===== src/design/coco_params.svh =====
// shared sizes, window length, thresholds and register map for the
// cassette and system glue block.
// include this file in any package or module that needs one of these values.

`ifndef COCO_PARAMS_SVH
`define COCO_PARAMS_SVH

// adc sample width in bits
`define COCO_ADC_W       12
// log2 of the averaging window, 9 gives 512 samples
`define COCO_AVG_LOG2    9
// hysteresis distance from the running average, in adc counts
`define COCO_CAS_THRESH  100
// number of cycles the core reset is stretched after a config change
`define COCO_RST_HOLD    15

// axi4-lite register port
`define COCO_AXIL_AW     4
`define COCO_AXIL_DW     32

// register byte offsets
`define COCO_REG_CTRL    0
`define COCO_REG_STAT    4

`endif


===== src/design/coco_cfg_pkg.sv =====
// control-side types for the glue block: axi4-lite address and data words,
// machine selection and the hard-reset FSM states.
// control word bit positions live here too, so the register block and the
// testbench agree on the layout.

`include "coco_params.svh"

package coco_cfg_pkg;

	// register port words
	typedef logic [`COCO_AXIL_AW-1:0] axil_addr_t;
	typedef logic [`COCO_AXIL_DW-1:0] axil_data_t;

	// 0 coco2, 1 dragon32, 2 dragon64, 3 counts as a plain dragon
	typedef logic [1:0] machine_sel_t;

	localparam machine_sel_t MACH_COCO2    = 2'd0;
	localparam machine_sel_t MACH_DRAGON64 = 2'd2;

	// hard-reset pulse sequencing
	typedef enum logic [1:0]
	{
		IDLE,
		ARM,
		PULSE
	} rst_state_t;

	// control word layout
	localparam int CTRL_SOFT_RST  = 0;
	localparam int CTRL_MACH_LO   = 1;
	localparam int CTRL_MACH_HI   = 2;
	localparam int CTRL_DISK_CART = 3;
	localparam int CTRL_TAPE_ADC  = 4;
	localparam int CTRL_MON_TAPE  = 5;
	localparam int CTRL_HARD_REQ  = 6;
	// number of implemented control bits
	localparam int CTRL_W         = 7;

endpackage


===== src/design/coco_cfg_if.sv =====
// decoded control fields, driven from the control register and read by the
// reset sequencer and the audio mixer.
// the fields are held register bits, so there is no handshake.

interface coco_cfg_if;
	import coco_cfg_pkg::*;

	// core reset requested by software, held while set
	logic         soft_reset;
	// machine selection
	machine_sel_t machine_sel;
	// disk rom in place of the cartridge
	logic         disk_cart;
	// cassette comes from the adc instead of the tape player
	logic         tape_src_adc;
	// mix cassette into the audio output
	logic         monitor_tape;
	// toggling this asks for a hard reset
	logic         hard_req;

	// register side owns all fields
	modport regs
	(
		output soft_reset,
		output machine_sel,
		output disk_cart,
		output tape_src_adc,
		output monitor_tape,
		output hard_req
	);

	modport rst_seq
	(
		input machine_sel,
		input disk_cart,
		input hard_req,
		input soft_reset
	);

	modport mix
	(
		input tape_src_adc,
		input monitor_tape
	);

endinterface


===== src/design/machine_reset_seq.sv =====
// reset sequencer for machine and cartridge changes.
// any change of machine, disk/cart choice or the hard-reset request stretches
// the core reset for COCO_RST_HOLD cycles and fires one hard-reset pulse
// inside that window. also decodes the dragon flags.

`include "coco_params.svh"

module machine_reset_seq
(
	input  logic        clk_sys,
	input  logic        i_rst_n,
	coco_cfg_if.rst_seq cfg,
	output logic        o_core_reset,
	output logic        o_hard_reset,
	output logic        o_dragon,
	output logic        o_dragon64
);
	import coco_cfg_pkg::*;

	localparam int CNT_W  = $clog2(`COCO_RST_HOLD + 1);
	localparam int SNAP_W = $bits(machine_sel_t) + 2;
	localparam logic [CNT_W-1:0] HOLD = CNT_W'(`COCO_RST_HOLD);

	logic [SNAP_W-1:0] snap_now;
	logic [SNAP_W-1:0] snap_q;
	logic              cfg_chg;
	logic [CNT_W-1:0]  hold_cnt;
	rst_state_t        state_q;
	rst_state_t        state_nxt;

	// soft reset is not part of the snapshot, it acts directly
	assign snap_now = {cfg.machine_sel, cfg.disk_cart, cfg.hard_req};
	assign cfg_chg  = (snap_now != snap_q);

	// pulse FSM, a fresh change always rearms it
	always_comb
	begin
		case (state_q)
			IDLE:    state_nxt = IDLE;
			ARM:     state_nxt = PULSE;
			PULSE:   state_nxt = IDLE;
			default: state_nxt = IDLE;
		endcase
		if (cfg_chg)
			state_nxt = ARM;
	end

	always_ff @(posedge clk_sys or negedge i_rst_n)
	begin
		if (!i_rst_n)
		begin
			snap_q     <= '0;
			hold_cnt   <= '0;
			state_q    <= IDLE;
			o_dragon   <= 1'b0;
			o_dragon64 <= 1'b0;
		end
		else
		begin
			snap_q  <= snap_now;
			state_q <= state_nxt;
			// reload on every change so the window restarts
			if (cfg_chg)
				hold_cnt <= HOLD;
			else if (hold_cnt != '0)
				hold_cnt <= hold_cnt - 1'b1;
			o_dragon   <= (cfg.machine_sel != MACH_COCO2);
			o_dragon64 <= (cfg.machine_sel == MACH_DRAGON64);
		end
	end

	assign o_hard_reset = (state_q == PULSE);
	assign o_core_reset = (hold_cnt != '0) | cfg.soft_reset;

endmodule


===== src/flat_wrapper.sv =====
// flat-port wrapper written by rule: the top's interface ports become plain ports
module machine_reset_seq_flat import coco_cfg_pkg::*;
  (clk_sys, i_rst_n, o_core_reset, o_hard_reset, o_dragon, o_dragon64, cfg_machine_sel, cfg_disk_cart, cfg_hard_req, cfg_soft_reset);
  coco_cfg_if cfg_i ();
  input  logic clk_sys;
  input  logic i_rst_n;
  output logic o_core_reset;
  output logic o_hard_reset;
  output logic o_dragon;
  output logic o_dragon64;
  input wire logic [$bits(cfg_i.machine_sel)-1:0] cfg_machine_sel;
  input wire logic [$bits(cfg_i.disk_cart)-1:0] cfg_disk_cart;
  input wire logic [$bits(cfg_i.hard_req)-1:0] cfg_hard_req;
  input wire logic [$bits(cfg_i.soft_reset)-1:0] cfg_soft_reset;
  assign cfg_i.machine_sel = cfg_machine_sel;
  assign cfg_i.disk_cart = cfg_disk_cart;
  assign cfg_i.hard_req = cfg_hard_req;
  assign cfg_i.soft_reset = cfg_soft_reset;
  machine_reset_seq u_core (.clk_sys(clk_sys), .i_rst_n(i_rst_n), .cfg(cfg_i), .o_core_reset(o_core_reset), .o_hard_reset(o_hard_reset), .o_dragon(o_dragon), .o_dragon64(o_dragon64));
endmodule

===== config.mk =====
export PLATFORM = sky130hd
export DESIGN_NAME = machine_reset_seq_flat
export DESIGN_NICKNAME = d
export VERILOG_FILES = /design/src/design/coco_cfg_pkg.sv /design/src/design/coco_cfg_if.sv /design/src/design/machine_reset_seq.sv /design/src/flat_wrapper.sv
export VERILOG_INCLUDE_DIRS = /design/src /design/src/design
export SDC_FILE = /design/constraint.sdc
export NUM_CORES = 1
export LEC_CHECK = 0
export ABC_CLOCK_PERIOD_IN_PS = 1300
export BUFFER_PORTS_ARGS = -buffer_cell sky130_fd_sc_hd__buf_4
export CAP_MARGIN = 20
export CORE_AREA = 2 2 39 41
export DETAILED_ROUTE_END_ITERATION = 8
export DIE_AREA = 0 0 41 43
export PLACE_DENSITY_LB_ADDON = 0.3
export SYNTH_ARGS = -nofsm -noshare
export SYNTH_HDL_FRONTEND = slang
export SYNTH_SLANG_ARGS = --single-unit
export TNS_END_PERCENT = 5

===== constraint.sdc =====
create_clock -name clk_sys -period 1.3 [get_ports clk_sys]
set_input_delay 0.065 -clock clk_sys [delete_from_list [all_inputs] [get_ports clk_sys]]
set_output_delay 0.065 -clock clk_sys [all_outputs]
set_load 0.02 [all_outputs]

==> reports/qor.txt <==
=================================================================================================================
Result of the run .................................................................................. complete, but fails checks
Violated checks .................................................................................... negative setup slack
GRT Resource Usage Total ...........................................................................        0.136
Diodes inserted ....................................................................................            0
Pre-Repair DR Iteration Count ......................................................................            2
Violation count after the first detailed-routing iteration .........................................            1
Crit path setup slack, layout ......................................................................      -120 ps
CP endpoint kind ...................................................................................  output port
CTS tree ...........................................................................................          yes
Hold WC Path Type ..................................................................................     in2async
Final non-filler cell area .........................................................................     822 um^2
Number of clock sinks seen by CTS ..................................................................           12
HPWL reported at the end of detailed placement .....................................................       573 um
RSZ-0062 raised after global routing ...............................................................          yes
Post-synthesis share of cell area spent on and, or, nand and nor gates .............................        0.170
Final critical-path share of the clock period ......................................................         1.09
Number of nets produced by synthesis ...............................................................           49
Row count ..........................................................................................           14
Wire length of the first global-routing pass .......................................................      1.61 mm
Worst ir drop on vdd ...............................................................................       602 uV
Layout cell share with drive strength beyond 1 .....................................................        0.536
Seq/Total Area, Yosys ..............................................................................        0.599
Flip-flop and latch count after synthesis ..........................................................           12
Sequential group share of total power ..............................................................        0.512
Largest net degree at the start of global routing ..................................................           13
Number of antenna violations at the first check in global routing ..................................            0
Leak ...............................................................................................     0.387 nW
Core region area ................................................................................... 0.00138 mm^2
Gate power share ...................................................................................        0.116
Die Y-Extent .......................................................................................        43 um
Required time of the worst setup path ..............................................................      1240 ps
R2R Path End ....................................................................................... u_core.hold_cnt[1]
Share of total power consumed by net switching .....................................................        0.206
Final min period ...................................................................................      1420 ps
Arithmetic-cell share of the synthesized area counting full adders, half adders and majority gates .       0.0499
Area Growth Syn to Fin .............................................................................        63.8%
# nets final .......................................................................................           79
Count of final setup violators .....................................................................            3
Worst-path clk slew ................................................................................        70 ps
H-tree Lvls ........................................................................................            1
Routability congestion estimate ....................................................................        0.665
Number of global-route vias before repair ..........................................................          427
Number of cells on the worst reg-to-reg path .......................................................            6
Slew at the pin closest to its max-slew limit ......................................................       245 ps
Xor and xnor fraction of the mapped netlist area ...................................................       0.0873
Count of pins over their slew limit ................................................................            0
Clock insertion delay at the later pin of the skew report ..........................................       260 ps
Number of buffers created by CTS ...................................................................            3
Fraction of synthesized area in multiplexers .......................................................       0.0224
Post-Place Worst Slack .............................................................................     -4.57 ps
Average wire per standard cell .....................................................................      11.0 um
Remaining design rule violation count ..............................................................            0
Clock share of power ...............................................................................        0.372
Die outline area ................................................................................... 0.00176 mm^2
Count of input and output buffers ..................................................................           10
Largest fanout of any net on the critical path .....................................................            2
Clk Tree Root Cell ................................................................................. sky130_fd_sc_hd__clkbuf_4
Worst max-slew margin expressed relative to the limit ..............................................        0.835
Power per cell area ................................................................................  935 mW/mm^2
Startpoint kind of the worst setup timing path .....................................................     register
Yosys warning count ................................................................................            0
R2R Setup Slk ......................................................................................       -30 ps
Number of vias per cell ............................................................................         4.42
Internal power contribution ........................................................................     0.610 mW
Compound-Gate Fraction of Synth Area ...............................................................       0.0424
Worst R2R Start .................................................................................... u_core.hold_cnt[1]
Number of antenna-violating nets in the routed design ..............................................            0
DR vias ............................................................................................          376
Sw Pwr .............................................................................................     0.158 mW
Total of max-cap violations ........................................................................            0
Area of placed instances ...........................................................................     628 um^2
Layout Skew ........................................................................................      1.00 ps
Highest clock frequency the design can meet ........................................................    0.704 GHz
Worst setup path class .............................................................................      reg2out
Starting density of the core .......................................................................        0.363
Number of hold violations in the final report ......................................................            0
Die X ..............................................................................................        41 um
GRT overflow .......................................................................................            0
I/O pin count ......................................................................................           11
Number of buffers between clock root and the deepest sink ..........................................            2
Synth unique cells .................................................................................           19
Wire length after detailed routing .................................................................       932 um
Mean cell area of the mapped netlist ...............................................................    12.5 um^2
Largest family of logic cells by synthesized area .................................................. simple AND/OR/NAND/NOR gates
Cell count after synthesis .........................................................................           40
Endpoint arrival time on the critical path .........................................................      1360 ps
Post-synth design cell area ........................................................................     502 um^2
=================================================================================================================
-- cells in the mapped netlist --
cell type	count	area, um^2
sky130_fd_sc_hd__and4_4	1	11.3
sky130_fd_sc_hd__inv_1	3	11.3
sky130_fd_sc_hd__and2b_2	1	8.76
sky130_fd_sc_hd__nor3b_1	1	7.51
sky130_fd_sc_hd__nor2_1	1	3.75
sky130_fd_sc_hd__nor3b_2	1	12.5
sky130_fd_sc_hd__ha_1	2	25.0
sky130_fd_sc_hd__dfrtp_1	12	300
sky130_fd_sc_hd__nand2b_1	1	6.26
sky130_fd_sc_hd__mux2_2	1	11.3
sky130_fd_sc_hd__xnor2_1	5	43.8
sky130_fd_sc_hd__nor3_1	1	5.00
sky130_fd_sc_hd__nor2b_1	2	12.5
sky130_fd_sc_hd__o211ai_1	1	7.51
sky130_fd_sc_hd__or2_2	1	6.26
sky130_fd_sc_hd__a211o_1	1	8.76
sky130_fd_sc_hd__a21oi_1	1	5.00
sky130_fd_sc_hd__inv_2	1	3.75
sky130_fd_sc_hd__nand2_1	3	11.3
-- registers in the layout (all words and copies together), names as in the netlist --
register,cells
u_core.hold_cnt,4
u_core.o_dragon64,1
u_core.state_q,2
u_core.o_dragon,1
u_core.snap_q,4
-- critical path: stages (launching register included) --
cell	delay (ps)
sky130_fd_sc_hd__dfrtp_1	390
sky130_fd_sc_hd__inv_2	80
sky130_fd_sc_hd__ha_4	130
sky130_fd_sc_hd__nor3b_4	190
sky130_fd_sc_hd__buf_6	130
sky130_fd_sc_hd__nand2b_4	50
sky130_fd_sc_hd__buf_6	120
-- routing by layer --
metal,track usage,up-vias,share of wire
met1,0.155,178,0.39
met4,0.0800,0,0
met2,0.219,6,0.58
met5,0,-,0
met3,0.0314,0,0.026
li1,-,192,-
-- worst max-delay path by stage --
stage,depth (start not counted),slack (ps),to,start
2_1_floorplan,5,3,u_core.hold_cnt[1],u_core.hold_cnt[0]
3_3_place_gp,5,10,u_core.hold_cnt[1],u_core.hold_cnt[1]
3_5_place_dp,5,-5,u_core.hold_cnt[1],u_core.hold_cnt[1]
4_1_cts,6,-140,o_core_reset,u_core.hold_cnt[1]
5_1_grt,6,-200,o_core_reset,u_core.hold_cnt[1]
6_report,6,-120,o_core_reset,u_core.hold_cnt[1]
-- power groups by stage --
stage,registers (mW),logic [mW],clock network (mW)
after floorplan,0.404,0.0272,0
after global placement,0.400,0.0673,0
after detailed placement,0.401,0.0677,0
after CTS,0.393,0.0828,0.303
after global routing,0.395,0.0983,0.321
final,0.393,0.0890,0.286
-- cells by family (layout without fill, tap and decap cells) --
group           count (synthesis)  after routing
xor+xnor                        5              5
mux                             1              1
simple gates                   13             13
fa+ha+maj                       2              2
buf+inv                         4             33
compound gates                  3              3
flops                          12             12
-- layout make-up --
cell class | count | area (um^2)
Multi-Input combinational cell | 24 | 239
Timing Repair Buffer | 25 | 211
Clock buffer | 4 | 36.3
Fill cell | 117 | 562
Inverter | 4 | 15.0
Sequential cell | 12 | 300
Tap cell | 16 | 20.0
-- per-stage QoR --
stage | std cells | TNS (ps) | hold slack [ps] | total power, mW | utilization
final | 85 | -163 | 179 | 0.768 | 0.594
after global routing | 85 | -428 | 193 | 0.814 | 0.594
after CTS | 83 | -137 | 162 | 0.779 | 0.556
after detailed placement | 69 | -4.57 | -88.0 | 0.469 | 0.454
after global placement | 69 | 0 | -89.2 | 0.468 | 0.454
after floorplan | 40 | 0 | -231 | 0.432 | -
-- placed cells by master, fill, tap and decap left out, types with 2 or more instances in the layout --
master                          synthesis  final
sky130_fd_sc_hd__buf_4                  0     17
sky130_fd_sc_hd__buf_6                  0      3
sky130_fd_sc_hd__clkbuf_4               0      3
sky130_fd_sc_hd__dfrtp_1               12     12
sky130_fd_sc_hd__dlygate4sd3_1          0      5
sky130_fd_sc_hd__ha_4                   0      2
sky130_fd_sc_hd__inv_2                  1      3
sky130_fd_sc_hd__nand2_1                3      2
sky130_fd_sc_hd__nor2b_1                2      2
sky130_fd_sc_hd__xnor2_1                5      4
-- repair_timing --
item,4_1_cts,5_1_grt
setup endpoints to repair,2,4
hold endpoints to repair,16,0
gates cloned,0,0
resized for setup,4,7
hold buffers,5,0
pin swaps,2,1
buffers inserted,5,2
Note: power is estimated with default switching activity, not from simulation.
