## src/design/coco_params.svh

```systemverilog
// shared sizes, window length, thresholds and register map for the
// cassette and system glue block.
// include this file in any package or module that needs one of these values.

`ifndef COCO_PARAMS_SVH
`define COCO_PARAMS_SVH

// adc sample width in bits
`define COCO_ADC_W       12
// log2 of the averaging window, 9 gives 512 samples
`define COCO_AVG_LOG2    9
// hysteresis distance from the running average, in adc counts
`define COCO_CAS_THRESH  100
// number of cycles the core reset is stretched after a config change
`define COCO_RST_HOLD    15

// axi4-lite register port
`define COCO_AXIL_AW     4
`define COCO_AXIL_DW     32

// register byte offsets
`define COCO_REG_CTRL    0
`define COCO_REG_STAT    4

`endif

```

## src/design/coco_audio_pkg.sv

```systemverilog
// sample-side types: raw adc samples, the running window total, the core's
// sound level and the final 16-bit audio sample.
// import this wherever the cassette or audio paths are handled.

`include "coco_params.svh"

package coco_audio_pkg;

	// one adc conversion
	typedef logic [`COCO_ADC_W-1:0] adc_sample_t;

	// sum over the whole window, wide enough for 512 full-scale samples
	typedef logic [`COCO_ADC_W+`COCO_AVG_LOG2-1:0] adc_sum_t;

	// dac level coming out of the core
	typedef logic [11:0] snd_level_t;

	// mono sample sent to both audio channels
	typedef logic [15:0] audio_sample_t;

endpackage

```

## src/design/coco_cfg_pkg.sv

```systemverilog
// control-side types for the glue block: axi4-lite address and data words,
// machine selection and the hard-reset FSM states.
// control word bit positions live here too, so the register block and the
// testbench agree on the layout.

`include "coco_params.svh"

package coco_cfg_pkg;

	// register port words
	typedef logic [`COCO_AXIL_AW-1:0] axil_addr_t;
	typedef logic [`COCO_AXIL_DW-1:0] axil_data_t;

	// 0 coco2, 1 dragon32, 2 dragon64, 3 counts as a plain dragon
	typedef logic [1:0] machine_sel_t;

	localparam machine_sel_t MACH_COCO2    = 2'd0;
	localparam machine_sel_t MACH_DRAGON64 = 2'd2;

	// hard-reset pulse sequencing
	typedef enum logic [1:0]
	{
		IDLE,
		ARM,
		PULSE
	} rst_state_t;

	// control word layout
	localparam int CTRL_SOFT_RST  = 0;
	localparam int CTRL_MACH_LO   = 1;
	localparam int CTRL_MACH_HI   = 2;
	localparam int CTRL_DISK_CART = 3;
	localparam int CTRL_TAPE_ADC  = 4;
	localparam int CTRL_MON_TAPE  = 5;
	localparam int CTRL_HARD_REQ  = 6;
	// number of implemented control bits
	localparam int CTRL_W         = 7;

endpackage

```

## src/design/coco_cfg_if.sv

```systemverilog
// decoded control fields, driven from the control register and read by the
// reset sequencer and the audio mixer.
// the fields are held register bits, so there is no handshake.

interface coco_cfg_if;
	import coco_cfg_pkg::*;

	// core reset requested by software, held while set
	logic         soft_reset;
	// machine selection
	machine_sel_t machine_sel;
	// disk rom in place of the cartridge
	logic         disk_cart;
	// cassette comes from the adc instead of the tape player
	logic         tape_src_adc;
	// mix cassette into the audio output
	logic         monitor_tape;
	// toggling this asks for a hard reset
	logic         hard_req;

	// register side owns all fields
	modport regs
	(
		output soft_reset,
		output machine_sel,
		output disk_cart,
		output tape_src_adc,
		output monitor_tape,
		output hard_req
	);

	modport rst_seq
	(
		input machine_sel,
		input disk_cart,
		input hard_req,
		input soft_reset
	);

	modport mix
	(
		input tape_src_adc,
		input monitor_tape
	);

endinterface

```

## src/design/cas_audio_mix.sv

```systemverilog
// cassette source select and audio sample assembly.
// the core gets the adc bit or the tape player bit; the sample stacks the
// 1-bit sound on top of the 6-bit dac level, with the monitored cassette
// mixed in at a low weight. both outputs are registered once.

module cas_audio_mix
(
	input  logic                          clk_sys,
	input  logic                          i_rst_n,
	coco_cfg_if.mix                       cfg,
	input  logic                          i_adc_cas_bit,
	input  logic                          i_tape_bit,
	input  logic                          i_snd_bit,
	input  coco_audio_pkg::snd_level_t    i_snd_level,
	output logic                          o_cas_to_core,
	output coco_audio_pkg::audio_sample_t o_audio_sample
);
	import coco_audio_pkg::*;

	logic          cas_src;
	logic          mon_bit;
	audio_sample_t sample_nxt;

	assign cas_src = cfg.tape_src_adc ? i_adc_cas_bit : i_tape_bit;
	assign mon_bit = cfg.monitor_tape & cas_src;

	// sound bit loudest, then level, cassette toggles level bit 5
	assign sample_nxt = {i_snd_bit, i_snd_level[11:6], i_snd_level[5] ^ mon_bit,
		i_snd_level[4:0], 3'b000};

	always_ff @(posedge clk_sys or negedge i_rst_n)
	begin
		if (!i_rst_n)
		begin
			o_cas_to_core  <= 1'b0;
			o_audio_sample <= '0;
		end
		else
		begin
			o_cas_to_core  <= cas_src;
			o_audio_sample <= sample_nxt;
		end
	end

endmodule

```

## src/flat_wrapper.sv

```systemverilog
// flat-port wrapper written by rule: the top's interface ports become plain ports
module cas_audio_mix_flat import coco_audio_pkg::*;
  (clk_sys, i_rst_n, i_adc_cas_bit, i_tape_bit, i_snd_bit, i_snd_level, o_cas_to_core, o_audio_sample, cfg_tape_src_adc, cfg_monitor_tape);
  coco_cfg_if cfg_i ();
  input  logic clk_sys;
  input  logic i_rst_n;
  input  logic i_adc_cas_bit;
  input  logic i_tape_bit;
  input  logic i_snd_bit;
  input  coco_audio_pkg::snd_level_t i_snd_level;
  output logic o_cas_to_core;
  output coco_audio_pkg::audio_sample_t o_audio_sample;
  input wire logic [$bits(cfg_i.tape_src_adc)-1:0] cfg_tape_src_adc;
  input wire logic [$bits(cfg_i.monitor_tape)-1:0] cfg_monitor_tape;
  assign cfg_i.tape_src_adc = cfg_tape_src_adc;
  assign cfg_i.monitor_tape = cfg_monitor_tape;
  cas_audio_mix u_core (.clk_sys(clk_sys), .i_rst_n(i_rst_n), .cfg(cfg_i), .i_adc_cas_bit(i_adc_cas_bit), .i_tape_bit(i_tape_bit), .i_snd_bit(i_snd_bit), .i_snd_level(i_snd_level), .o_cas_to_core(o_cas_to_core), .o_audio_sample(o_audio_sample));
endmodule
```

## config.mk

```make
export PLATFORM = sky130hd
export DESIGN_NAME = cas_audio_mix_flat
export DESIGN_NICKNAME = d
export VERILOG_FILES = /design/src/design/coco_audio_pkg.sv /design/src/design/coco_cfg_pkg.sv /design/src/design/coco_cfg_if.sv /design/src/design/cas_audio_mix.sv /design/src/flat_wrapper.sv
export VERILOG_INCLUDE_DIRS = /design/src /design/src/design
export SDC_FILE = /design/constraint.sdc
export NUM_CORES = 1
export LEC_CHECK = 0
export BUFFER_PORTS_ARGS = -buffer_cell sky130_fd_sc_hd__buf_2
export CORE_AREA = 3 3 41 43
export DETAILED_ROUTE_END_ITERATION = 7
export DIE_AREA = 0 0 44 46
export PLACE_DENSITY_LB_ADDON = 0.1
export SYNTH_ARGS = -nofsm -noshare
export SYNTH_HDL_FRONTEND = slang
export SYNTH_SLANG_ARGS = --single-unit
```

## constraint.sdc

```tcl
create_clock -name clk_sys -period 0.8 [get_ports clk_sys]
set_input_delay 0.12 -clock clk_sys [delete_from_list [all_inputs] [get_ports clk_sys]]
set_output_delay 0.12 -clock clk_sys [all_outputs]
set_load 0.1 [all_outputs]
```

==> out/qor.yml, run 1 <==
p_sw_w: 0.0006737
worstPathCellList: "buf_12"
setup_viol: 14
rows: 13
areaGrowthSynthToFinish_pct: 137.2
synth_area_sq_um: 406.6
drt_first_pass_iters: 2
overflow: 0
yosysWarnings: 0
dr.max_layer_used: "met3"
hold_viol: 0
worst_slack_ns: -0.1991
clockBufferDepth: 2
cp-end-kind: "output port"
power_frac_clock: 0.251
fin_area_sq_um: 964.7
viasPerCell: 3.857
intPower_w: 0.001271
place_area_sq_um: 798.3
synth_cell_types: 6
hp-class: "input pin to register"
grt_pass1_wl_microns: 1725
critical_path_class: "register to output port"
drc: 0
violations: "setup timing"
postCtsSetupBuffers: 0
grt_usage: 0.1247
cts_root_buf: "clkbuf_4"
num_vias: 324
power_density_nw_per_um2: 2016
drv_cap: 0
wirelength_met1_microns: 458
clkSlewWorstSetupHoldPaths_ns: 0.08
fin_crit_sh: 1.249
slew_viol_final: 0
start_util: 0.3049
die_area_sq_um: 2024
dr_wl_met3_microns: 94
synthSimpleGateAreaFrac: 0.01538
n_antenna_cell: 0
synthMuxAreaShare: 0.03692
hold_ws_ns: 0.04779
synth_top_family_by_area: "buffers and inverters"
fp.dieW_microns: 44
hold_start: "i_snd_level[5]"
peakVddDrop_mv: 1.014
synth_compound_area_frac: 0
combPwrFrac: 0.342
seq_area_frac_synth: 0.8615
utilization: 0.7233
drtAntennaViolNets: 0
htree_levels: 1
cts_sinks: 14
cts_tree: "done"
holdPathStages: 2
required_ns: 0.68
fillers: 87
ios: 36
holdPathEnd: "u_core.o_audio_sample[8]"
synthAdderAreaFrac: 0
port_buffers: 32
power_frac_seq: 0.407
crit_family: "flip-flops"
die_h_microns: 46
cp_slowest_stage_delay_ns: 0.43
met2_length_microns: 549
grt_pass1_vias: 356
path_buf_inv: 1
rsz0062_at_grt: "yes"
coreArea_sq_um: 1334
gp_congestion: 0.6882
fmax_mhz: 1001
drt-total-wl_microns: 1102
grt_max_degree: 15
p_leak_nw: 0.4497
antenna_found_initial: 0
postSynthAreaPerCell_sq_um: 19.36
wire_per_inst_microns: 13.12
yosys.area_share.xor_xnor: 0.02154
cts_made_buffers: 3
outcome: "complete, but fails checks"
cp.arrival_ns: 0.88
synth_cells: 21
sw_frac_of_total: 0.3464
cp_max_fo: 1
drt_iter0_drc: 2
drive_above_1_share: 0.7536
layout_min_cycle_time_ns: 0.9991
cp_slowest_cell: "dfrtp_2"
final_nets: 89
synth_seq_cells: 14
startpoint_type: "register"
==> cell usage in the layout (no fill, tap or decap), drive strengths merged <==
master       instances
buf                 32
mux2                 1
conb                 3
xnor2                1
dfrtp               14
dlygate4sd3         13
clkbuf               4
nand2                1
==> repair_timing <==
action                                  4_1_cts  5_1_grt
pin swaps                                     0        0
hold endpoints to repair                     26        0
endpoints found under the setup margin       14       14
hold buffers                                 13        0
gates resized for setup                       0        0
==> sequential cells by signal (all words and copies together) (netlist names) <==
name / count
u_core.o_cas_to_core: 1
u_core.o_audio_sample: 13
==> per-layer routing <==
metal  GRT usage  vias to the layer above
met5           0                        -
met4     0.05422                        0
met3     0.03557                        0
met2      0.2180                       24
met1      0.1407                      147
li1            -                      153
==> metrics by stage <==
stage | instances | worst slack, ns | total power (W) | setup TNS, ns
floorplan | 23 | 0.03435 | 0.001172 | 0
global placement | 67 | 0.03086 | 0.001415 | 0
detailed placement | 67 | -0.01943 | 0.001424 | -0.01943
CTS | 84 | -0.1957 | 0.001962 | -2.614
global route | 84 | -0.2275 | 0.002020 | -2.954
finish | 84 | -0.1991 | 0.001945 | -2.483
==> power groups by stage <==
stage                     combinational, W  sequential [W]  clock [W]
after detailed placement          0.000619        0.000805          0
final                             0.000666        0.000791   0.000487
after global routing              0.000682        0.000796   0.000542
after CTS                         0.000668        0.000791   0.000503
after floorplan                  0.0000875         0.00108          0
after global placement            0.000612        0.000803          0
==> cells by family (layout without fill, tap and decap cells) <==
family,Yosys count,count (layout)
xor gates and xnor gates,1,1
buffers and inverters,3,49
DFF,14,14
muxes,1,1
other,1,3
and+or+nand+nor,1,1
==> worst max-delay path by stage <==
| stage | startpoint | end | slack (ns) | cells past startpoint |
|---|---|---|---|---|
| after floorplan | u_core.o_audio_sample[10] | o_audio_sample[10] | 0.03 | 0 |
| after global placement | cfg_tape_src_adc | u_core.o_audio_sample[8] | 0.03 | 4 |
| after detailed placement | cfg_tape_src_adc | u_core.o_audio_sample[8] | -0.02 | 4 |
| after CTS | u_core.o_audio_sample[8] | o_audio_sample[8] | -0.20 | 1 |
| after global routing | u_core.o_audio_sample[4] | o_audio_sample[4] | -0.23 | 1 |
| final | u_core.o_audio_sample[4] | o_audio_sample[4] | -0.20 | 1 |
==> cells in the mapped netlist <==
library cell,n,area share
buf_4,3,0.055
conb_1,1,0.0092
dfrtp_1,14,0.86
mux2_4,1,0.037
nand2_2,1,0.015
xnor2_1,1,0.022
==> final cells by class <==
class | count | area (sq um) | area share
clock buffers | 4 | 36.28 | 0.03761
multi-input cells | 6 | 41.29 | 0.04280
flip-flops and latches | 14 | 367.9 | 0.3813
well taps | 15 | 18.77 | 0.01946
repair buffers | 45 | 500.5 | 0.5188
No activity file was read; power rests on OpenSTA's default activity.
==> run 2, diff against run 1 <==
Settings changed: ABC_AREA set to 1, CORE_AREA 3 3 41 43 to 3 3 42 44, DIE_AREA 0 0 44 46 to 0 0 45 47.
==> run 2 against run 1 <==
Largest cell class unchanged. Critical endpoint is now o_audio_sample[10]. The run still ends with setup timing left. Worst setup slack improved by 0.027 ns. Flip-flop and latch count did not move. Die area rose by 4.5%. Clock-buffer cell count fell by 1. Routed wire length fell by 12%. First-iteration DRC count rose by 50%. Hold slack improved by 0.021 ns. Final area rose by 1.7%.
==> out/qor.yml, run 2 <==
final_cell_mix: "buf_2, buf_12, dfrtp_2"
rsz0062_at_grt: "yes"
port_buffers: 32
cp_max_fo: 1
drt_iter0_drc: 3
cts_root_buf: "clkbuf_4"
worstPathCellList: "buf_12"
grt_max_degree: 15
overflow: 0
viasPerCell: 3.968
cp_slowest_cell: "dfrtp_2"
die_area_sq_um: 2115
combPwrFrac: 0.364
synth_cell_types: 8
path_buf_inv: 1
hold_viol: 0
synth_top_cell_area_share: 0.8046
place_inst: 78
utilization: 0.6667
outcome: "complete, but fails checks"
postSynth.asyncResetShare: 1.000
postCtsSetupBuffers: 0
startpoint_type: "register"
cts_made_buffers: 3
power_frac_clock: 0.199
p_sw_w: 0.0006373
crit_family: "flip-flops"
ios: 36
violations: "setup timing"
fillers: 123
die_h_microns: 47
power_density_nw_per_um2: 1832
sw_frac_of_total: 0.3546
drv_cap: 0
htree_levels: 1
drive_above_1_share: 0.6538
final_nets: 99
synth_common_cells: "dfrtp_1, nand2_1, inv_1"
required_ns: 0.68
synth_area_sq_um: 435.4
top_regs: "u_core.o_audio_sample (13), u_core.o_cas_to_core (1)"
n_antenna_cell: 0
p_leak_nw: 0.4754
setup_viol: 14
worst_slack_ns: -0.1722
place_hpwl_microns: 745.4
peakVddDrop_mv: 0.9054
cp-end-kind: "output port"
slew_viol_final: 0
hp-class: "input pin to register"
drc: 0
top_register: "u_core.o_audio_sample"
clockBufferDepth: 2
synth_edf_count: 0
drtAntennaViolNets: 0
final_common_cell: "buf_2"
yosysMostFrequentCell: "dfrtp_1"
drt_first_pass_iters: 3
largest_reg_flops: 13
wire_per_inst_microns: 10.28
layout_min_cycle_time_ns: 0.9722
yosysTopAreaCell: "dfrtp_1"
seq_area_frac_synth: 0.8046
antenna_found_initial: 0
postSynthAreaPerCell_sq_um: 14.05
yosysWarnings: 0
fmax_mhz: 1029
coreArea_sq_um: 1471
cp.arrival_ns: 0.85
start_util: 0.2959
num_vias: 373
gp_congestion: 0.6170
rows: 14
power_frac_seq: 0.437
fp.dieW_microns: 45
hold_ws_ns: 0.06920
areaGrowthSynthToFinish_pct: 125.3
drt-total-wl_microns: 966
fin_crit_sh: 1.215
synth_seq_cells: 14
fin_cells: 94
synth.area.top_cells: "dfrtp_1, buf_4, nand2_1"
cts_sinks: 14
intPower_w: 0.001160
yosys_most_used_dff: "dfrtp_1"
grt_pass1_vias: 378
cts_tree: "done"
critical_path_class: "register to output port"
grt_usage: 0.1058
synth_cells: 31
clkSlewWorstSetupHoldPaths_ns: 0.07
grt_pass1_wl_microns: 1573
cp_slowest_stage_delay_ns: 0.42
==> run 2: changes by cell type after synthesis <==
cell / delta
nand3_1: +1
nand3_2: +1
mux2_4: -1
inv_1: +4
xnor2_1: -1
nand2_1: +6
==> run 2: through the flow <==
step	area (sq um)	worst slack, ns	total power, W	setup TNS (ns)
3_5_place_dp	828.3	0.1137	0.001409	0
5_1_grt	980.9	-0.2091	0.001878	-2.751
3_3_place_gp	828.3	0.1232	0.001402	0
4_1_cts	980.9	-0.1913	0.001838	-2.567
6_report	980.9	-0.1722	0.001797	-2.305
2_1_floorplan	460.4	0.03435	0.001164	0
==> run 2: cell type report <==
class / count / area [sq um] / share of cell area
Timing Repair Buffer: 45 / 500.5 / 0.5102
Sequential cell: 14 / 367.9 / 0.3750
Multi-Input combinational cell: 12 / 55.05 / 0.05612
Clock buffer: 3 / 22.52 / 0.02296
Tap cell: 16 / 20.02 / 0.02041
Inverter: 4 / 15.01 / 0.01531
==> run 2: cell families after synthesis <==
logic type	synth area share
buf+inv	0.08619
simple gates	0.1006
flops	0.8046
other cells	0.008612
==> run 2: path summary, 6_finish.rpt <==
path | start | endpoint | slack, ns | cells after the start
max in group asynchronous | i_rst_n | u_core.o_audio_sample[7] | 0.26 | 2
min in group asynchronous | i_rst_n | u_core.o_audio_sample[13] | 0.29 | 2
worst max-delay path | u_core.o_audio_sample[10] | o_audio_sample[10] | -0.17 | 1
worst min-delay path | i_snd_level[5] | u_core.o_audio_sample[8] | 0.07 | 3
==> run 2: metal layers <==
metal | part of all wire | wire, microns | track usage
met4 | 0 | 0 | 0.05263
met1 | 0.37 | 353 | 0.1286
met2 | 0.53 | 512 | 0.1751
met3 | 0.10 | 101 | 0.02682
met5 | 0 | 0 | 0
==> run 2: repair_timing <==
item,CTS,global route
pin swaps,0,0
setup endpoints to repair,14,14
hold endpoints to repair,26,0
hold buffers,13,0
resized for setup,0,0
==> run 2: power by group through the flow <==
| stage | clock, W | sequential (W) | combinational [W] |
|---|---|---|---|
| after global placement | 0 | 0.000799 | 0.000603 |
| final | 0.000357 | 0.000786 | 0.000654 |
| after global routing | 0.000408 | 0.000791 | 0.000678 |
| after CTS | 0.000392 | 0.000786 | 0.000659 |
| after detailed placement | 0 | 0.000801 | 0.000608 |
| after floorplan | 0 | 0.00107 | 0.0000916 |
