==> config.mk <==
export PLATFORM = sky130hd
export DESIGN_NAME = coco_ctl_regs_flat
export DESIGN_NICKNAME = d
export VERILOG_FILES = /design/src/design/coco_audio_pkg.sv /design/src/design/coco_cfg_pkg.sv /design/src/design/coco_cfg_if.sv /design/src/design/coco_ctl_regs.sv /design/src/flat_wrapper.sv
export VERILOG_INCLUDE_DIRS = /design/src /design/src/design
export SDC_FILE = /design/constraint.sdc
export NUM_CORES = 1
export LEC_CHECK = 0
export ABC_CLOCK_PERIOD_IN_PS = 1100
export BUFFER_PORTS_ARGS = -buffer_cell sky130_fd_sc_hd__buf_4
export CAP_MARGIN = 25
export CORE_MARGIN = 2
export CORE_UTILIZATION = 33
export DETAILED_ROUTE_END_ITERATION = 7
export PLACE_DENSITY = 0.76
export SETUP_SLACK_MARGIN = 0.4
export SYNTH_ARGS = -nofsm -noshare
export SYNTH_HDL_FRONTEND = slang
export SYNTH_SLANG_ARGS = --single-unit
==> constraint.sdc <==
create_clock -name clk_sys -period 1.1 [get_ports clk_sys]
set_input_delay 0.33 -clock clk_sys [delete_from_list [all_inputs] [get_ports clk_sys]]
set_output_delay 0.33 -clock clk_sys [all_outputs]
set_load 0.02 [all_outputs]
==> src/design/coco_params.svh <==
// shared sizes, window length, thresholds and register map for the
// cassette and system glue block.
// include this file in any package or module that needs one of these values.

`ifndef COCO_PARAMS_SVH
`define COCO_PARAMS_SVH

// adc sample width in bits
`define COCO_ADC_W       12
// log2 of the averaging window, 9 gives 512 samples
`define COCO_AVG_LOG2    9
// hysteresis distance from the running average, in adc counts
`define COCO_CAS_THRESH  100
// number of cycles the core reset is stretched after a config change
`define COCO_RST_HOLD    15

// axi4-lite register port
`define COCO_AXIL_AW     4
`define COCO_AXIL_DW     32

// register byte offsets
`define COCO_REG_CTRL    0
`define COCO_REG_STAT    4

`endif

==> src/design/coco_audio_pkg.sv <==
// sample-side types: raw adc samples, the running window total, the core's
// sound level and the final 16-bit audio sample.
// import this wherever the cassette or audio paths are handled.

`include "coco_params.svh"

package coco_audio_pkg;

	// one adc conversion
	typedef logic [`COCO_ADC_W-1:0] adc_sample_t;

	// sum over the whole window, wide enough for 512 full-scale samples
	typedef logic [`COCO_ADC_W+`COCO_AVG_LOG2-1:0] adc_sum_t;

	// dac level coming out of the core
	typedef logic [11:0] snd_level_t;

	// mono sample sent to both audio channels
	typedef logic [15:0] audio_sample_t;

endpackage

==> src/design/coco_cfg_pkg.sv <==
// control-side types for the glue block: axi4-lite address and data words,
// machine selection and the hard-reset FSM states.
// control word bit positions live here too, so the register block and the
// testbench agree on the layout.

`include "coco_params.svh"

package coco_cfg_pkg;

	// register port words
	typedef logic [`COCO_AXIL_AW-1:0] axil_addr_t;
	typedef logic [`COCO_AXIL_DW-1:0] axil_data_t;

	// 0 coco2, 1 dragon32, 2 dragon64, 3 counts as a plain dragon
	typedef logic [1:0] machine_sel_t;

	localparam machine_sel_t MACH_COCO2    = 2'd0;
	localparam machine_sel_t MACH_DRAGON64 = 2'd2;

	// hard-reset pulse sequencing
	typedef enum logic [1:0]
	{
		IDLE,
		ARM,
		PULSE
	} rst_state_t;

	// control word layout
	localparam int CTRL_SOFT_RST  = 0;
	localparam int CTRL_MACH_LO   = 1;
	localparam int CTRL_MACH_HI   = 2;
	localparam int CTRL_DISK_CART = 3;
	localparam int CTRL_TAPE_ADC  = 4;
	localparam int CTRL_MON_TAPE  = 5;
	localparam int CTRL_HARD_REQ  = 6;
	// number of implemented control bits
	localparam int CTRL_W         = 7;

endpackage

==> src/design/coco_cfg_if.sv <==
// decoded control fields, driven from the control register and read by the
// reset sequencer and the audio mixer.
// the fields are held register bits, so there is no handshake.

interface coco_cfg_if;
	import coco_cfg_pkg::*;

	// core reset requested by software, held while set
	logic         soft_reset;
	// machine selection
	machine_sel_t machine_sel;
	// disk rom in place of the cartridge
	logic         disk_cart;
	// cassette comes from the adc instead of the tape player
	logic         tape_src_adc;
	// mix cassette into the audio output
	logic         monitor_tape;
	// toggling this asks for a hard reset
	logic         hard_req;

	// register side owns all fields
	modport regs
	(
		output soft_reset,
		output machine_sel,
		output disk_cart,
		output tape_src_adc,
		output monitor_tape,
		output hard_req
	);

	modport rst_seq
	(
		input machine_sel,
		input disk_cart,
		input hard_req,
		input soft_reset
	);

	modport mix
	(
		input tape_src_adc,
		input monitor_tape
	);

endinterface

==> src/design/coco_ctl_regs.sv <==
// axi4-lite slave holding the control word and a read-only status word.
// offset 0 is control, bits 6:0 writable; offset 4 is status
// (average, cassette bit, core reset). other offsets answer slverr.
// one write and one read may be outstanding at a time.

`include "coco_params.svh"

module coco_ctl_regs
(
	input  logic                        clk_sys,
	input  logic                        i_rst_n,
	// write address and data
	input  coco_cfg_pkg::axil_addr_t    i_axil_awaddr,
	input  logic                        i_axil_awvalid,
	output logic                        o_axil_awready,
	input  coco_cfg_pkg::axil_data_t    i_axil_wdata,
	input  logic [`COCO_AXIL_DW/8-1:0]  i_axil_wstrb,
	input  logic                        i_axil_wvalid,
	output logic                        o_axil_wready,
	// write response
	output logic [1:0]                  o_axil_bresp,
	output logic                        o_axil_bvalid,
	input  logic                        i_axil_bready,
	// read address and data
	input  coco_cfg_pkg::axil_addr_t    i_axil_araddr,
	input  logic                        i_axil_arvalid,
	output logic                        o_axil_arready,
	output coco_cfg_pkg::axil_data_t    o_axil_rdata,
	output logic [1:0]                  o_axil_rresp,
	output logic                        o_axil_rvalid,
	input  logic                        i_axil_rready,
	// status sources
	input  coco_audio_pkg::adc_sample_t i_adc_avg,
	input  logic                        i_cas_bit,
	input  logic                        i_core_reset,
	coco_cfg_if.regs                    cfg
);
	import coco_cfg_pkg::*;

	localparam logic [1:0] RESP_OKAY   = 2'b00;
	localparam logic [1:0] RESP_SLVERR = 2'b10;

	logic [CTRL_W-1:0] ctrl_q;
	logic              wr_ready_q;
	logic              rd_ready_q;
	logic              wr_hs;
	logic              rd_hs;
	logic              wr_ctrl;
	logic              rd_ctrl;
	logic              rd_stat;
	axil_data_t        stat_word;

	// aw and w are accepted together in the same cycle
	assign o_axil_awready = wr_ready_q;
	assign o_axil_wready  = wr_ready_q;
	assign o_axil_arready = rd_ready_q;

	assign wr_hs   = wr_ready_q & i_axil_awvalid & i_axil_wvalid;
	assign rd_hs   = rd_ready_q & i_axil_arvalid;
	assign wr_ctrl = (i_axil_awaddr == axil_addr_t'(`COCO_REG_CTRL));
	assign rd_ctrl = (i_axil_araddr == axil_addr_t'(`COCO_REG_CTRL));
	assign rd_stat = (i_axil_araddr == axil_addr_t'(`COCO_REG_STAT));

	// avg in 11:0, cassette bit 12, core reset 13
	assign stat_word = axil_data_t'({i_core_reset, i_cas_bit, i_adc_avg});

	//////////////////////////////////////////////////////////////////////////////
	// handshake and control state
	//////////////////////////////////////////////////////////////////////////////

	always_ff @(posedge clk_sys or negedge i_rst_n)
	begin
		if (!i_rst_n)
		begin
			wr_ready_q    <= 1'b0;
			rd_ready_q    <= 1'b0;
			o_axil_bvalid <= 1'b0;
			o_axil_rvalid <= 1'b0;
			ctrl_q        <= '0;
		end
		else
		begin
			// single-cycle ready pulse, only while no response is pending
			wr_ready_q <= i_axil_awvalid & i_axil_wvalid & ~o_axil_bvalid & ~wr_ready_q;
			rd_ready_q <= i_axil_arvalid & ~o_axil_rvalid & ~rd_ready_q;

			// response valid holds until the master takes it
			if (wr_hs)
				o_axil_bvalid <= 1'b1;
			else if (i_axil_bready)
				o_axil_bvalid <= 1'b0;

			if (rd_hs)
				o_axil_rvalid <= 1'b1;
			else if (i_axil_rready)
				o_axil_rvalid <= 1'b0;

			// only the low byte lane carries control bits
			if (wr_hs && wr_ctrl && i_axil_wstrb[0])
				ctrl_q <= i_axil_wdata[CTRL_W-1:0];
		end
	end

	// response payload, captured at the handshake
	always_ff @(posedge clk_sys)
	begin
		if (wr_hs)
			o_axil_bresp <= wr_ctrl ? RESP_OKAY : RESP_SLVERR;

		if (rd_hs)
		begin
			if (rd_ctrl)
			begin
				o_axil_rdata <= axil_data_t'(ctrl_q);
				o_axil_rresp <= RESP_OKAY;
			end
			else if (rd_stat)
			begin
				o_axil_rdata <= stat_word;
				o_axil_rresp <= RESP_OKAY;
			end
			else
			begin
				o_axil_rdata <= '0;
				o_axil_rresp <= RESP_SLVERR;
			end
		end
	end

	// decoded fields out to the sequencer and mixer
	assign cfg.soft_reset   = ctrl_q[CTRL_SOFT_RST];
	assign cfg.machine_sel  = ctrl_q[CTRL_MACH_HI:CTRL_MACH_LO];
	assign cfg.disk_cart    = ctrl_q[CTRL_DISK_CART];
	assign cfg.tape_src_adc = ctrl_q[CTRL_TAPE_ADC];
	assign cfg.monitor_tape = ctrl_q[CTRL_MON_TAPE];
	assign cfg.hard_req     = ctrl_q[CTRL_HARD_REQ];

endmodule

==> src/flat_wrapper.sv <==
// flat-port wrapper written by rule: the top's interface ports become plain ports
module coco_ctl_regs_flat import coco_cfg_pkg::*;
  (clk_sys, i_rst_n, i_axil_awaddr, i_axil_awvalid, o_axil_awready, i_axil_wdata, i_axil_wstrb, i_axil_wvalid, o_axil_wready, o_axil_bresp, o_axil_bvalid, i_axil_bready, i_axil_araddr, i_axil_arvalid, o_axil_arready, o_axil_rdata, o_axil_rresp, o_axil_rvalid, i_axil_rready, i_adc_avg, i_cas_bit, i_core_reset, cfg_soft_reset, cfg_machine_sel, cfg_disk_cart, cfg_tape_src_adc, cfg_monitor_tape, cfg_hard_req);
  coco_cfg_if cfg_i ();
  input  logic clk_sys;
  input  logic i_rst_n;
  input  coco_cfg_pkg::axil_addr_t i_axil_awaddr;
  input  logic i_axil_awvalid;
  output logic o_axil_awready;
  input  coco_cfg_pkg::axil_data_t i_axil_wdata;
  input  logic [`COCO_AXIL_DW/8-1:0] i_axil_wstrb;
  input  logic i_axil_wvalid;
  output logic o_axil_wready;
  output logic [1:0] o_axil_bresp;
  output logic o_axil_bvalid;
  input  logic i_axil_bready;
  input  coco_cfg_pkg::axil_addr_t i_axil_araddr;
  input  logic i_axil_arvalid;
  output logic o_axil_arready;
  output coco_cfg_pkg::axil_data_t o_axil_rdata;
  output logic [1:0] o_axil_rresp;
  output logic o_axil_rvalid;
  input  logic i_axil_rready;
  input  coco_audio_pkg::adc_sample_t i_adc_avg;
  input  logic i_cas_bit;
  input  logic i_core_reset;
  output wire logic [$bits(cfg_i.soft_reset)-1:0] cfg_soft_reset;
  output wire logic [$bits(cfg_i.machine_sel)-1:0] cfg_machine_sel;
  output wire logic [$bits(cfg_i.disk_cart)-1:0] cfg_disk_cart;
  output wire logic [$bits(cfg_i.tape_src_adc)-1:0] cfg_tape_src_adc;
  output wire logic [$bits(cfg_i.monitor_tape)-1:0] cfg_monitor_tape;
  output wire logic [$bits(cfg_i.hard_req)-1:0] cfg_hard_req;
  assign cfg_soft_reset = cfg_i.soft_reset;
  assign cfg_machine_sel = cfg_i.machine_sel;
  assign cfg_disk_cart = cfg_i.disk_cart;
  assign cfg_tape_src_adc = cfg_i.tape_src_adc;
  assign cfg_monitor_tape = cfg_i.monitor_tape;
  assign cfg_hard_req = cfg_i.hard_req;
  coco_ctl_regs u_core (.clk_sys(clk_sys), .i_rst_n(i_rst_n), .i_axil_awaddr(i_axil_awaddr), .i_axil_awvalid(i_axil_awvalid), .o_axil_awready(o_axil_awready), .i_axil_wdata(i_axil_wdata), .i_axil_wstrb(i_axil_wstrb), .i_axil_wvalid(i_axil_wvalid), .o_axil_wready(o_axil_wready), .o_axil_bresp(o_axil_bresp), .o_axil_bvalid(o_axil_bvalid), .i_axil_bready(i_axil_bready), .i_axil_araddr(i_axil_araddr), .i_axil_arvalid(i_axil_arvalid), .o_axil_arready(o_axil_arready), .o_axil_rdata(o_axil_rdata), .o_axil_rresp(o_axil_rresp), .o_axil_rvalid(o_axil_rvalid), .i_axil_rready(i_axil_rready), .i_adc_avg(i_adc_avg), .i_cas_bit(i_cas_bit), .i_core_reset(i_core_reset), .cfg(cfg_i));
endmodule
==> impl_metrics.py <==
metrics = {
    "global_routing": {
        "grt_max_degree": 15,
        "grtUsageTotal_pct": 13.7,
        "grt_first_pass_wirelength_um": 4480,
        "grt-busiest-layer": "met2",
        "grtUsageMet1_pct": 16.7,
        "grt_pass1_vias": 941,
        "met3_usage_pct": 2.91,
        "gr-total-overflow": 0,
        "use_met2_pct": 25.1,
        "antenna_found_initial": 0,
    },
    "setup_path": {
        "crit_chain": "buf_6 > or4_4 > nor3_4 > buf_6 > mux2_2",
        "cp_max_fo": 7,
        "cp-start-kind": "input port",
        "crit_top_cell": "buf_6",
        "slowest_stage": "or4_4",
        "arrival_ps": 1570,
        "crit_type": "input port to flip-flop",
        "cp.required_ps": 1240,
        "critPathCaptureType": "flip-flop",
        "critPathMaxStageDelay_ps": 540,
    },
    "placed_design": {
        "dpl.hpwl_um": 2080,
        "pre_cts_ws_ps": -638,
        "gp_congestion": 0.651,
        "io_buffer_count": 64,
        "place_area_sq_um": 1740,
    },
    "finish": {
        "final_cell_area_sq_um": 2170,
        "synthToLayoutAreaGrowth_pct": 76.0,
        "multi_input_area_sq_um": 445,
        "regArea_sq_um": 761,
        "fill_cells": 303,
        "drive_gt1_share_pct": 63.5,
        "nets": 247,
        "n_antenna_cell": 0,
    },
    "floorplanning": {
        "die_h_um": 65.2,
        "fp.dieW_um": 65.2,
        "die_area_sq_um": 4250,
        "initial_core_util_pct": 34.0,
        "pin_count": 113,
        "num_rows": 22,
        "coreArea_sq_um": 3630,
    },
    "timing": {
        "finalSetupViolations": 37,
        "fin_crit_sh_pct": 130,
        "setup-tns-final_ps": -3340,
        "final_hold_viol_count": 0,
        "clock_skew_ps": 9.71,
        "fmax_mhz": 700,
        "period_needed_ps": 1430,
        "timing_max_transition_violations_final": 0,
        "rsz0062_at_grt": "yes",
        "whs_ps": 292,
        "layout_setup_ws_ps": -329,
    },
    "run_status": {
        "failed_checks": "negative setup slack",
        "status": "complete, but fails checks",
    },
    "power_and_ir_drop": {
        "peakVddDrop_mv": 0.766,
        "intPower_w": 0.00168,
        "p_total_w": 0.00224,
        "power.density_nw_per_um2": 1030,
        "pwr-share-clk_pct": 23.8,
        "switching_power_w": 0.000564,
        "seqPwrFrac_pct": 51.6,
        "p_leak_nw": 1.06,
        "p_sw_share_pct": 25.1,
        "p_comb_share_pct": 24.6,
    },
    "synthesis": {
        "yosys_warnings": 0,
        "synth-simple-area-share_pct": 10.9,
        "synth_compound_area_share_pct": 1.22,
        "syn_area_per_cell_sq_um": 13.3,
        "synth-xor-area-share_pct": 0,
        "ys_ff_latch": 27,
        "synth_cell_types": 19,
        "synth_edf_count": 16,
        "synth-adder-area-share_pct": 0,
        "synthMuxAreaShare_pct": 12.1,
        "seq_area_frac_synth_pct": 61.2,
        "ys.flop_type": "edfxtp_1",
        "synth_area_sq_um": 1230,
        "ys_async_sr_fraction_pct": 40.7,
        "synth_cells": 93,
        "synth_top_family_by_area": "buffers and inverters",
    },
    "worst_hold_path": {
        "hold_path_class": "input port to flip-flop",
    },
    "clocking": {
        "cts_buffers": 3,
        "cts_max_level": 1,
        "path_clk_slew_ps": 90,
        "clock_latency_ps": 260,
        "clockBufferDepth": 2,
        "tritoncts": "yes",
        "ctsRootBufferMaster": "clkbuf_8",
        "cts_sinks": 27,
    },
    "route": {
        "routed_wl_um": 2940,
        "vias": 958,
        "dr.pass1.iters": 2,
        "drt_iter0_drc": 7,
        "postRouteAntennaNets": 0,
        "vias_per_cell": 4.18,
        "wire_per_inst_um": 12.8,
        "route.detailed.drc": 0,
    },
    "job": {
        "cap_violations": 0,
    },
}
## path summary, 6_finish.rpt
path | start | to | slack (ps) | depth (start not counted)
min in group asynchronous | i_rst_n | u_core.o_axil_bvalid$_DFFE_PN0P_ | 430 | 2
worst min register to register | u_core.o_axil_bvalid$_DFFE_PN0P_ | u_core.o_axil_awready$_DFF_PN0_ | 550 | 2
worst max register to register | u_core.o_axil_awready$_DFF_PN0_ | u_core.ctrl_q[1]$_DFFE_PN0P_ | -160 | 4
max in group asynchronous | i_rst_n | u_core.o_axil_arready$_DFF_PN0_ | 510 | 2
worst max-delay path | i_axil_awaddr[1] | u_core.ctrl_q[1]$_DFFE_PN0P_ | -330 | 5
worst min-delay path | i_axil_wdata[4] | u_core.ctrl_q[4]$_DFFE_PN0P_ | 290 | 2
## per-stage QoR
| step | std cells | utilization, % |
|---|---|---|
| after floorplan | 112 | - |
| after detailed placement | 205 | 47.9 |
| after CTS | 223 | 57.5 |
| after global routing | 229 | 59.8 |
| after global placement | 205 | 47.9 |
| final | 229 | 59.8 |
## registers in the layout, summed over array words and instances (netlist names)
signal                 flops
u_core.o_axil_rresp        1
u_core.o_axil_arready      1
u_core.o_axil_awready      1
u_core.o_axil_bvalid       1
u_core.o_axil_bresp        1
u_core.o_axil_rdata       14
u_core.ctrl_q              7
u_core.o_axil_rvalid       1
## placed cells by master (no fill, tap or decap), types with 2 or more instances in the layout
| master | netlist | routed |
|---|---|---|
| buf_6 | 0 | 48 |
| buf_4 | 21 | 37 |
| conb_1 | 1 | 20 |
| edfxtp_1 | 16 | 16 |
| mux2i_1 | 7 | 7 |
| nor2_1 | 7 | 7 |
| and3_4 | 0 | 7 |
| dfrtp_1 | 11 | 7 |
| mux2_2 | 7 | 6 |
| dfrtp_2 | 0 | 4 |
| clkbuf_8 | 0 | 3 |
| nor3_4 | 1 | 2 |
| and2_4 | 0 | 2 |
| nand2_1 | 2 | 2 |
| inv_1 | 2 | 2 |
| a21o_1 | 2 | 2 |
## layout make-up
| type | count | share of cell area, % |
|---|---|---|
| timing repair buffer | 87 | 38.8 |
| sequential | 27 | 35.0 |
| multi-input combinational | 60 | 20.5 |
| tap | 48 | 2.76 |
| clock buffer | 4 | 2.07 |
| inverter | 3 | 0.864 |
## layer usage
layer,part of all wire [%],routed length (um),vias up
li1,-,-,463
met1,36,1070,440
met2,54,1590,55
met3,9.2,270,0
met4,0,0,0
met5,0,0,-
## worst max-delay path, delay by kind of cell
family	cells	cell delay [ps]
and+or+nand+nor	2	670
muxes	1	330
buffers and inverters	2	240
## power groups by stage
stage	Combinational, W	Clock, W	Sequential, W
finish	0.000552	0.000535	0.00116
global route	0.000588	0.000600	0.00116
detailed placement	0.000407	0	0.00118
floorplan	0.000211	0	0.00123
CTS	0.000525	0.000553	0.00116
global placement	0.000399	0	0.00117
## logic make-up (layout without fill, tap and decap cells)
logic type | Yosys count | after routing
mux | 14 | 14
other cells | 1 | 20
compound gates | 2 | 2
simple gates | 23 | 24
buf+inv | 26 | 94
flops | 27 | 27
## timing repair
item                                   CTS  global route
endpoints found under the hold margin   11             0
buffers inserted                        12             6
setup endpoints to repair               70            71
gates resized for setup                 50            12
gates cloned                             1             0
pin swaps                                8            10
hold buffers                             1             0
## synthesized netlist by cell type (2+ instances only)
cell	number	share of area [%]
nand2_1	2	0.61
mux2i_1	7	5.7
nor3_1	2	0.81
mux2_2	7	6.4
inv_1	2	0.61
buf_4	21	13
dfrtp_1	11	22
and3_1	8	4.1
nor2_1	7	2.1
a21o_1	2	1.2
edfxtp_1	16	39
Power figures use the tool's default switching activity.
